===== src/logic/bus_pkg.sv =====
package bus_pkg;

    localparam int ADDR_BITS = 32;
    localparam int DATA_BITS = 32;
    localparam int STRB_BITS = DATA_BITS / 8;

    // System bus address
    typedef logic [ADDR_BITS-1:0] addr_t;

    // One bus word
    typedef logic [DATA_BITS-1:0] data_t;

    // Byte write enables, one per byte lane
    typedef logic [STRB_BITS-1:0] strb_t;

    // RAM region
    // Offset bits are cleared with the mask before comparing to the base
    localparam addr_t RAM_BASE = 32'h0000_0000;
    localparam addr_t RAM_MASK = 32'h0000_FFFF;

endpackage


===== src/logic/mem_bus_bridge.sv =====
`timescale 1ns/1ps

module mem_bus_bridge (
    input  logic             clk,
    input  logic             resetn,

    // Requester side
    input  logic             req_valid_i,
    input  logic             req_write_i,
    input  bus_pkg::addr_t   req_addr_i,
    input  bus_pkg::data_t   req_wdata_i,
    output logic             req_ready_o,

    // Response side
    output bus_pkg::data_t   resp_data_o,
    output logic             resp_valid_o,

    // External RAM
    output logic             iomem_valid,
    input  logic             iomem_ready,
    output bus_pkg::addr_t   iomem_addr,
    output bus_pkg::data_t   iomem_wdata,
    output bus_pkg::strb_t   iomem_wstrb,
    input  bus_pkg::data_t   iomem_rdata
);

    import bus_pkg::*;

    typedef enum logic [1:0] {
        ST_IDLE,
        ST_BUSY,
        ST_RESP
    } state_t;

    state_t state_q;
    state_t state_d;

    logic   in_ram;
    logic   accept;

    // Held request
    addr_t  addr_q;
    data_t  wdata_q;
    logic   write_q;

    // Read data taken in the ready cycle
    data_t  rdata_q;

    // Only the RAM region is decoded, anything else waits forever
    assign in_ram = (req_addr_i & ~RAM_MASK) == RAM_BASE;

    assign req_ready_o = (state_q == ST_IDLE) && in_ram;
    assign accept      = req_valid_i && req_ready_o;

    always_comb begin
        state_d = state_q;
        case (state_q)
            ST_IDLE: begin
                if (accept) begin
                    state_d = ST_BUSY;
                end
            end
            ST_BUSY: begin
                if (iomem_ready) begin
                    // Writes need no response
                    state_d = write_q ? ST_IDLE : ST_RESP;
                end
            end
            ST_RESP: begin
                state_d = ST_IDLE;
            end
            default: begin
                state_d = ST_IDLE;
            end
        endcase
    end

    always_ff @(posedge clk) begin
        if (!resetn) begin
            state_q <= ST_IDLE;
        end else begin
            state_q <= state_d;
        end
    end

    always_ff @(posedge clk) begin
        if (accept) begin
            addr_q  <= req_addr_i;
            wdata_q <= req_wdata_i;
            write_q <= req_write_i;
        end
        if (state_q == ST_BUSY && iomem_ready) begin
            rdata_q <= iomem_rdata;
        end
    end

    // Request stays stable for the whole busy phase
    assign iomem_valid = (state_q == ST_BUSY);
    assign iomem_addr  = addr_q;
    assign iomem_wdata = wdata_q;
    assign iomem_wstrb = {$bits(strb_t){write_q}};

    assign resp_valid_o = (state_q == ST_RESP);
    assign resp_data_o  = rdata_q;

endmodule


===== config.mk =====
export PLATFORM = sky130hd
export DESIGN_NAME = mem_bus_bridge
export DESIGN_NICKNAME = d
export VERILOG_FILES = /design/src/logic/bus_pkg.sv /design/src/logic/mem_bus_bridge.sv
export SDC_FILE = /design/constraint.sdc
export NUM_CORES = 1
export LEC_CHECK = 0
export ABC_AREA = 1
export BUFFER_PORTS_ARGS = -buffer_cell sky130_fd_sc_hd__buf_2
export CORE_ASPECT_RATIO = 0.9
export CORE_MARGIN = 2
export CORE_UTILIZATION = 41
export CTS_CLUSTER_DIAMETER = 120
export DETAILED_ROUTE_END_ITERATION = 10
export GPL_TIMING_DRIVEN = 0
export PLACE_DENSITY = 0.82
export SETUP_SLACK_MARGIN = 0.2
export SYNTH_ARGS = -nofsm -noshare
export SYNTH_HDL_FRONTEND = slang
export SYNTH_SLANG_ARGS = --single-unit

===== constraint.sdc =====
create_clock -name clk -period 3.4 [get_ports clk]
set_clock_uncertainty 0.2 [all_clocks]
set_input_delay 0.34 -clock clk [delete_from_list [all_inputs] [get_ports clk]]
set_output_delay 0.34 -clock clk [all_outputs]
set_load 0.01 [all_outputs]

==> results of run 1 <==
==> tightest hold or removal path, stage by stage <==
cell	delay, ps
buf_2	90
inv_1	70
a21oi_2	30
==> layout by cell type, fill, tap and decap left out, types with 2 or more instances in the layout <==
cell	instances
edfxtp_1	97
buf_4	4
nand2_1	5
clkinv_4	2
inv_1	4
clkinv_1	2
nor2_1	9
nor2_2	4
dlygate4sd3_1	97
inv_2	3
dfxtp_1	2
clkbuf_8	9
buf_2	203
==> per-stage QoR <==
step / utilization (%) / cells / worst slack, ps / hold WS, ps / instance area (sq um)
after floorplan: - / 133 / 787 / 239 / 3120
after global placement: 57.0 / 432 / 105 / 316 / 4260
after detailed placement: 57.7 / 434 / 1220 / 318 / 4310
after CTS: 73.0 / 547 / 1030 / 9.20 / 5460
after global routing: 73.0 / 547 / 865 / 20.5 / 5460
final: 73.0 / 547 / 1010 / 32.0 / 5460
==> power by group <==
group / switching, W / internal (W)
combinational: 0.0000414 / 0.000114
clock: 0.000391 / 0.000271
sequential: 0.00000000198 / 0.00134
==> area by class of cell <==
class                   instances  area, sq um  share of cell area (%)
flip-flops and latches         99         2950                    54.1
repair buffers                302         2030                    37.3
clock buffers                   9          124                    2.27
well taps                      96          120                    2.20
multi-input cells              23          116                    2.13
clock inverters                 7         52.6                   0.963
plain buffers                   4         30.0                   0.550
inverters                       7         26.3                   0.482
==> flip-flops by register name, summed over array words and instances, names as in the netlist <==
signal / flops
iomem_wdata: 32
iomem_addr: 32
state_q: 2
write_q: 1
resp_data_o: 32
==> metal layers <==
layer  global-route usage [%]  vias up
met1                     19.2     1080
met5                        0        -
met2                     37.3      119
met4                     6.75        0
li1                         -     1126
met3                     6.17       20
==> worst paths after layout <==
path,from,to,slack (ps),cells past startpoint
setup / recovery,req_addr_i[17],iomem_addr[8],1010,8
hold / removal,resetn,state_q[0],30,3
setup reg to reg,state_q[0],iomem_addr[8],1420,6
hold reg to reg,write_q,state_q[1],360,1
==> logic make-up after synthesis <==
family                 count (synthesis)  synth area share (%)
AOI/OAI and AO/OA                      1                 0.280
and+or+nand+nor                       22                  3.37
buffers and inverters                 11                  1.80
DFF                                   99                  94.6
==> what timing repair did <==
item / CTS / global route
endpoints found under the hold margin: 97 / 0
resized for setup: 0 / 0
hold buffers: 97 / 0
==> results.md, run 1 <==
- Via density: 4.29
- Slew @ Worst Pin: 644 ps
- Final period util: 70.3%
- Post-synthesis instance area: 3120 sq um
- Final hold vios: 0
- Router iterations before antenna repair: 4
- Gr ovfl total: 0
- H-tree depth reported by CTS: 3
- Worst hold path type: in -> reg
- Core area: 7470 sq um
- CTS sink cnt: 99
- DRT iter0 DRCs: 90
- Setup TNS: 0 ps
- Top_reg_cell synth: edfxtp_1
- Post-route DRC: 0
- Crit. End Element: flop
- Clk slew on worst S/H paths: 90 ps
- CTS root buf: clkbuf_8
- Syn nets: 234
- F_max: 0.418 GHz
- Synth top area share: 93.3%
- Largest net degree at the start of global routing: 47
- Synth Register Bits: 99
- VDD IR max: 247 uV
- Area contributors post-synth: edfxtp_1 (93%), dfxtp_1 (1.3%), nor2_1 (1.2%)
- Crit-path cells: dlygate4sd3_1 > buf_2 > nor2_1 > nand2_1 > nor2_2 > nand4_2 > inv_2 > buf_12
- N_diodes: 0
- Number of synthesized flops with an enable pin: 97
- Yosys warns: 0
- Die W: 96.0 um
- Initial core utilization: 41.8%
- Post-synth top cells: edfxtp_1 (97), nor2_1 (10), inv_1 (5), nand2_1 (5), buf_4 (4)
- Pwr Density: 395 nW/um^2
- Total clock buffers created by CTS: 9
- Final #Nets: 547
- Final GP Congestion: 0.711
- # IOs: 204
- Die area: 8330 sq um
- First-pass GRT wire length: 11.7 mm
- Fillers: 462
- Area leader, netlist: edfxtp_1
- Status: complete, no violations
- Slowest Stage Delay on Critical Path: 540 ps
- GRT Resource Usage Total: 19.4%
- Syn_area_per_cell: 23.5 sq um
- Final setup vio count: 0
- Met3 WL post-DR: 622 um
- Proportion of layout cells with a drive suffix above 1: 51.4%
- Max layer used: met4
- Post-CTS Repair Setup Buffers: 0
- Vias after detailed routing: 2345
- Critical Path AT: 2230 ps
- Rows: 30
- Initial antenna violation count: 0
- Maximum root-to-sink buffer count: 2
- Vias in the first global route: 2493
- Slowest-stage cell, CP: dlygate4sd3_1
- Port buffer count: 203
- Total power: 0.00215 W
- Max-slew violation count: 0
- Critical Path Source Type: input pin
- Final Routed Wirelength: 8.39 mm
- Clk_lat worst skew: 350 ps
- Met2 routed WL: 4.71 mm
- Slew HR: 57.0%
- Final min period: 2390 ps
- DRT met1 WL: 2.82 mm
- Ys async rst share: 0%
- RSZ-0062 raised after global routing: false
- Crit path buffers/inverters: 4
- Leak: 2.30 nW
- WP data required: 3240 ps
- CP delay by family, top: buffers and inverters
- CP max FO: 46
- Die height: 86.8 um
- CTS tree: yes
- Sequential area share after synthesis: 94.6%
- Post-synth cell types: 13
- Mapped Cells: 133
- Post-DP HPWL: 5.42 mm
- Syn-to-layout area delta: 74.7%
- Critical path class: in -> reg
- Most common cell in the netlist: edfxtp_1
- Max-Cap Viols: 0
- Final ANT Viol Nets: 0
- Mean routed wirelength per cell: 15.3 um
Power figures use the tool's default switching activity.
==> run 2: changes to the inputs <==
--- a/config.mk
+++ b/config.mk
@@ -9,11 +9,11 @@
 export BUFFER_PORTS_ARGS = -buffer_cell sky130_fd_sc_hd__buf_2
 export CORE_ASPECT_RATIO = 0.9
 export CORE_MARGIN = 2
-export CORE_UTILIZATION = 41
+export CORE_UTILIZATION = 37
 export CTS_CLUSTER_DIAMETER = 120
 export DETAILED_ROUTE_END_ITERATION = 10
 export GPL_TIMING_DRIVEN = 0
-export PLACE_DENSITY = 0.82
+export PLACE_DENSITY = 0.79
 export SETUP_SLACK_MARGIN = 0.2
 export SYNTH_ARGS = -nofsm -noshare
 export SYNTH_HDL_FRONTEND = slang
==> constraint.sdc (replaced) <==
create_clock -name clk -period 2.1 [get_ports clk]
set_clock_uncertainty 0.2 [all_clocks]
set_input_delay 0.21 -clock clk [delete_from_list [all_inputs] [get_ports clk]]
set_output_delay 0.21 -clock clk [all_outputs]
set_load 0.01 [all_outputs]
==> run 2 against run 1 <==
Compared with the run above:
- flip-flop and latch count did not move
- clock power is 93% higher
- critical endpoint is now state_q[0]
- register-to-register slack worse by 1200 ps
- worst hold slack better by 320 ps
- first-iteration DRC count decreased by 5.6%
- sequential share of layout area is 1.1 points lower
- critical path depth down 2
- largest cell class unchanged
- worst setup slack worse by 750 ps
- power is 72% higher
- critical path type is now reg -> reg
- non-clock buffer count increased by 3
==> results.md, run 2 (synthesis results as in run 1) <==
- Logic pwr share: 6.8%
- Port buffer count: 203
- Total power: 0.00370 W
- Worst hold path endpoint: state_q[1]
- Clk_lat worst skew: 340 ps
- RR Endpoint: state_q[0]
- Final Routed Wirelength: 8.55 mm
- Critical Path Source Type: flop
- Clk slew on worst S/H paths: 90 ps
- Design Area, Final: 5570 sq um
- RSZ-0062 raised after global routing: true
- WP data required: 2190 ps
- CTS sink cnt: 99
- Slew HR: 67.7%
- Vias in the first global route: 2549
- Sw Pwr: 0.000682 W
- Final hold vios: 0
- Die height: 91.2 um
- Reg2Reg Launch Point: state_q[0]
- H-tree depth reported by CTS: 3
- Leak: 2.33 nW
- Final #Nets: 554
- Proportion of layout cells with a drive suffix above 1: 52.1%
- Initial core utilization: 38.5%
- Setup TNS: 0 ps
- Total clock buffers created by CTS: 9
- Switching Fraction: 18.4%
- CTS tree: yes
- Post-DP HPWL: 5.21 mm
- Final period util: 87.6%
- N_diodes: 0
- Final GP Congestion: 0.699
- Rows: 31
- Final core area utilization: 68.7%
- Multi-input logic area: 141 sq um
- R2R depth: 6
- Slowest-stage cell, CP: dlygate4sd3_1
- Router iterations before antenna repair: 4
- Storage cell area: 2960 sq um
- Fillers: 553
- Pwr Density: 664 nW/um^2
- Hold Startpoint: write_q
- Critical path class: reg -> reg
- Mean routed wirelength per cell: 15.4 um
- Final setup vio count: 0
- Final min period: 1840 ps
- Via density: 4.33
- Max-Cap Viols: 0
- Status: complete, no violations
- Vias after detailed routing: 2409
- Initial antenna violation count: 0
- Die area: 9190 sq um
- Maximum root-to-sink buffer count: 2
- F_max: 0.544 GHz
- CTS root buf: clkbuf_8
- Clock group share of total power: 34.7%
- R2r setup slk: 260 ps
- Post-route DRC: 0
- Final ANT Viol Nets: 0
- DRT iter0 DRCs: 85
- Core area: 8110 sq um
- Sequential share of power: 58.5%
- CP max FO: 5
- GRT Resource Usage Total: 18.1%
- # IOs: 204
- Slowest Stage Delay on Critical Path: 540 ps
- Largest net degree at the start of global routing: 34
- Critical Path AT: 1930 ps
- Int Power: 0.00302 W
- First-pass GRT wire length: 12.4 mm
- Crit-path cells: inv_2 > nand2_1 > nor2_2 > nand4_4 > a21oi_2 > dlygate4sd3_1
- Most common cell after layout, fill and taps aside: buf_2
- Syn-to-layout area delta: 78.4%
- VDD IR max: 376 uV
- Hold Path Depth: 1
- Worst hold path type: reg -> reg
- Max-slew violation count: 0
- Gr ovfl total: 0
- Commonest cells after routing, fill and taps aside: buf_2 (203), dlygate4sd3_1 (100), edfxtp_1 (97)
- Slew @ Worst Pin: 483 ps
- Crit. End Element: flop
- Die W: 101 um
- Dpl cell area: 4280 sq um
## run 2: cell types whose count changed in the layout (fill, tap and decap cells not counted), moves of 2 or more
cell and delta:
dfxtp_2 +2, nor2_4 +2, dfxtp_1 -2, clkinvlp_4 +4, bufinv_16 +2, dlygate4sd3_1 +3
## run 2: per-stage QoR
stage | cells | hold WS, ps | setup slack, ps
2_1_floorplan | 133 | 109 | -6.66
3_3_place_gp | 435 | 187 | -406
3_5_place_dp | 435 | 188 | -523
4_1_cts | 551 | 342 | 68.0
5_1_grt | 556 | 336 | 166
6_report | 556 | 355 | 261
## run 2: worst max-delay path by stage
stage / from / depth (start not counted) / end
after floorplan: state_q[0] / 5 / iomem_addr[0]
after global placement: req_addr_i[31] / 5 / iomem_addr[9]
after detailed placement: req_addr_i[30] / 5 / iomem_addr[10]
after CTS: state_q[0] / 5 / iomem_addr[16]
after global routing: state_q[1] / 6 / state_q[0]
final: state_q[0] / 6 / state_q[0]
## run 2: power groups by stage
stage / combinational [W] / sequential, W / clock [W]
finish: 0.000253 / 0.00216 / 0.00128
global route: 0.000275 / 0.00216 / 0.00140
CTS: 0.000248 / 0.00216 / 0.00133
detailed placement: 0.000105 / 0.00221 / 0
global placement: 0.0000971 / 0.00221 / 0
floorplan: 0.00000726 / 0.00221 / 0
## run 2: timing repair
action,4_1_cts,5_1_grt
gates cloned,1,3
endpoints found under the setup margin,65,97
gates resized for setup,1,4
endpoints found under the hold margin,99,0
setup buffers,0,2
hold buffers,100,0
## run 2: layout make-up
type / instances / area share, %
multi-input cells: 24 / 2.54
repair inverters: 3 / 0.404
clock inverters: 6 / 1.59
repair buffers: 305 / 36.9
well taps: 99 / 2.22
inverters: 7 / 0.539
flip-flops and latches: 99 / 53.0
plain buffers: 4 / 0.539
clock buffers: 9 / 2.22
## run 2: per-layer routing
metal	wire, um	vias up	global-route usage [%]
met1	3020	1151	18.4
li1	-	1143	-
met5	0	-	0
met3	514	9	5.39
met4	110	0	4.57
met2	4900	106	35.3
## run 2: critical path, delay by kind of cell, from the launching register on
family | cells | cell delay, ps
buf+inv | 2 | 600
simple gates | 3 | 480
flops | 1 | 330
compound gates | 1 | 170
==> run 3: changes to the inputs <==
--- a/config.mk
+++ b/config.mk
@@ -5,9 +5,8 @@
 export SDC_FILE = /design/constraint.sdc
 export NUM_CORES = 1
 export LEC_CHECK = 0
-export ABC_AREA = 1
 export BUFFER_PORTS_ARGS = -buffer_cell sky130_fd_sc_hd__buf_2
-export CORE_ASPECT_RATIO = 0.9
+export CORE_ASPECT_RATIO = 1.4
 export CORE_MARGIN = 2
 export CORE_UTILIZATION = 37
 export CTS_CLUSTER_DIAMETER = 120
@@ -15,6 +14,7 @@
 export GPL_TIMING_DRIVEN = 0
 export PLACE_DENSITY = 0.79
 export SETUP_SLACK_MARGIN = 0.2
+export SLEW_MARGIN = 0
 export SYNTH_ARGS = -nofsm -noshare
 export SYNTH_HDL_FRONTEND = slang
 export SYNTH_SLANG_ARGS = --single-unit
==> run 3 against run 2 <==
Compared with the run above:
- highest routed layer unchanged
- register-to-register slack hardly changed
- die area hardly changed
- flip-flop and latch count stayed put
- sequential power hardly changed
- synthesized cell count is 9.8% lower
==> results.md, run 3 <==
- Status: complete, no violations
- Most common cell after layout, fill and taps aside: buf_2
- RSZ-0062 raised after global routing: true
- WP data required: 1950 ps
- N_diodes: 0
- Proportion of layout cells with a drive suffix above 1: 53.2%
- Final Non-Filler Cells: 553
- Syn nets: 221
- Area leader, netlist: edfxtp_1
- Fillers: 545
- Synth Register Bits: 99
- CTS tree: yes
- Die height: 113 um
- Leak: 2.40 nW
- Router iterations before antenna repair: 4
- Rows: 39
- Max-Cap Viols: 0
- Mean routed wirelength per cell: 15.8 um
- CTS sink cnt: 99
- Synth top area share: 93.3%
- Reg2Reg Launch Point: state_q[1]
- H-tree depth reported by CTS: 3
- Initial antenna violation count: 0
- R2R depth: 5
- Slowest-stage cell, CP: dfxtp_2
- F_max: 0.547 GHz
- Initial core utilization: 38.1%
- Syn_area_per_cell: 26.0 sq um
- Pwr Density: 697 nW/um^2
- Crit-path cells: nor4_2 > nand3_2 > nor3_4 > buf_6 > clkbuf_16
- Final period util: 87.1%
- Crit. End Element: flop
- Final ANT Viol Nets: 0
- Post-DP HPWL: 5.37 mm
- Commonest cells after routing, fill and taps aside: buf_2 (203), dlygate4sd3_1 (100), edfxtp_1 (97)
- Syn-to-layout area delta: 83.5%
- Critical path class: reg -> reg
- Dpl ws: -393 ps
- Dpl cells: 428
- Clk_lat worst skew: 330 ps
- Maximum root-to-sink buffer count: 2
- CP max FO: 10
- Die W: 81.6 um
- Critical Path Source Type: flop
- Port buffer count: 203
- Post-synthesis instance area: 3120 sq um
- Number of synthesized flops with an enable pin: 97
- Critical Path AT: 1680 ps
- Slew HR: 72.2%
- Final min period: 1830 ps
- Gr ovfl total: 0
- GRT Resource Usage Total: 19.0%
- Slowest Stage Delay on Critical Path: 330 ps
- Final setup vio count: 0
- Via density: 4.37
- Vias after detailed routing: 2415
- Area contributors post-synth: edfxtp_1 (93%), dfxtp_1 (1.3%), nor4_2 (1.2%)
- VDD IR max: 566 uV
- Die area: 9190 sq um
- Post-route DRC: 0
- Largest net degree at the start of global routing: 34
- Worst hold path endpoint: resp_data_o[21]
- Core area: 8200 sq um
- Top_reg_cell synth: edfxtp_1
- Final GP Congestion: 0.692
- Hold Startpoint: iomem_ready
- R2r setup slk: 270 ps
- Final Routed Wirelength: 8.75 mm
- Worst hold path type: in -> reg
- Setup TNS: 0 ps
- Sequential area share after synthesis: 94.6%
- Slew @ Worst Pin: 417 ps
- Hold Path Depth: 2
- Clk slew on worst S/H paths: 70 ps
- Final WS setup: 271 ps
- Total clock buffers created by CTS: 9
- Final #Nets: 547
- Final hold vios: 0
- Max-slew violation count: 0
- Most common cell in the netlist: edfxtp_1
- Post-synth top cells: edfxtp_1 (97), buf_4 (4), nor4_2 (3), dfxtp_1 (2), nor2_1 (2)
- DRT iter0 DRCs: 116
- First-pass GRT wire length: 12.6 mm
- Yosys warns: 0
- Ys async rst share: 0%
- CTS root buf: clkbuf_16
- Vias in the first global route: 2669
- Mapped Cells: 120
- Post-synth cell types: 17
- # IOs: 204
- RR Endpoint: iomem_addr[10]
run 3: changes by cell type after synthesis, sizes merged:
cell    change
nor2       -11
inv         -6
nand2       -4
nor4        +3
nor2b       +2
a21oi       -1
and3b       +1
nand3b      +1
nor3        +1
o21ai       +1
run 3: final cells by class:
cell class / count / area [sq um] / area share, %
buffer: 4 / 30.0 / 0.524
clock buffer: 11 / 233 / 4.06
clock inverter: 5 / 53.8 / 0.940
inverter: 1 / 3.75 / 0.0656
multi-input combinational: 16 / 148 / 2.58
sequential: 99 / 2950 / 51.6
tap: 102 / 128 / 2.23
timing repair buffer: 315 / 2180 / 38.0
run 3: how the worst max path moves through the flow:
stage,slack [ps],cells past startpoint,to,startpoint
CTS,210,5,iomem_wdata[8],state_q[1]
detailed placement,-390,6,iomem_addr[11],req_addr_i[18]
global route,180,5,iomem_wdata[26],state_q[1]
floorplan,-830,3,iomem_addr[0],state_q[1]
finish,270,5,iomem_addr[10],state_q[1]
global placement,-1480,4,iomem_addr[11],req_addr_i[18]
run 3: what timing repair did:
action                     4_1_cts  5_1_grt
setup endpoints to repair       65       67
hold endpoints to repair        99        0
setup buffers                    4        4
gates cloned                     0        1
gates resized for setup          2        1
hold buffers                   100        0
pin swaps                        2        1
run 3: metrics by stage:
step	hold slack, ps	power, W	util [%]	area [sq um]
after floorplan	109	0.00221	-	3130
after global placement	187	0.00231	52.1	4270
after detailed placement	188	0.00232	53.0	4340
after CTS	252	0.00403	69.2	5670
after global routing	276	0.00413	69.8	5730
final	258	0.00399	69.8	5730
run 3: logic make-up after synthesis:
group	count (synthesis)	share of synthesized area [%]
buffers and inverters	5	1.08
AO/OA/AOI/OAI	1	0.160
flip-flops	99	94.6
AND/OR/NAND/NOR	15	4.13
run 3: routing by layer:
layer | up-vias | routed length (um) | GRT usage [%]
li1 | 1131 | - | -
met1 | 1132 | 2890 | 17.8
met2 | 133 | 4940 | 36.2
met3 | 19 | 744 | 6.03
met4 | 0 | 174 | 8.11
met5 | - | 0 | 0
run 3: critical path, delay by kind of cell (launching register included):
| family | cells | cell delay [ps] |
|---|---|---|
| flip-flops | 1 | 330 |
| buffers and inverters | 2 | 340 |
| AND/OR/NAND/NOR | 3 | 670 |
run 3: where the power goes:
group	leakage, nW	internal (W)	switching, W
clock network	0.135	0.000917	0.000652
registers	0.888	0.00217	0.00000000571
logic	1.37	0.000188	0.0000692
total	2.40	0.00327	0.000721
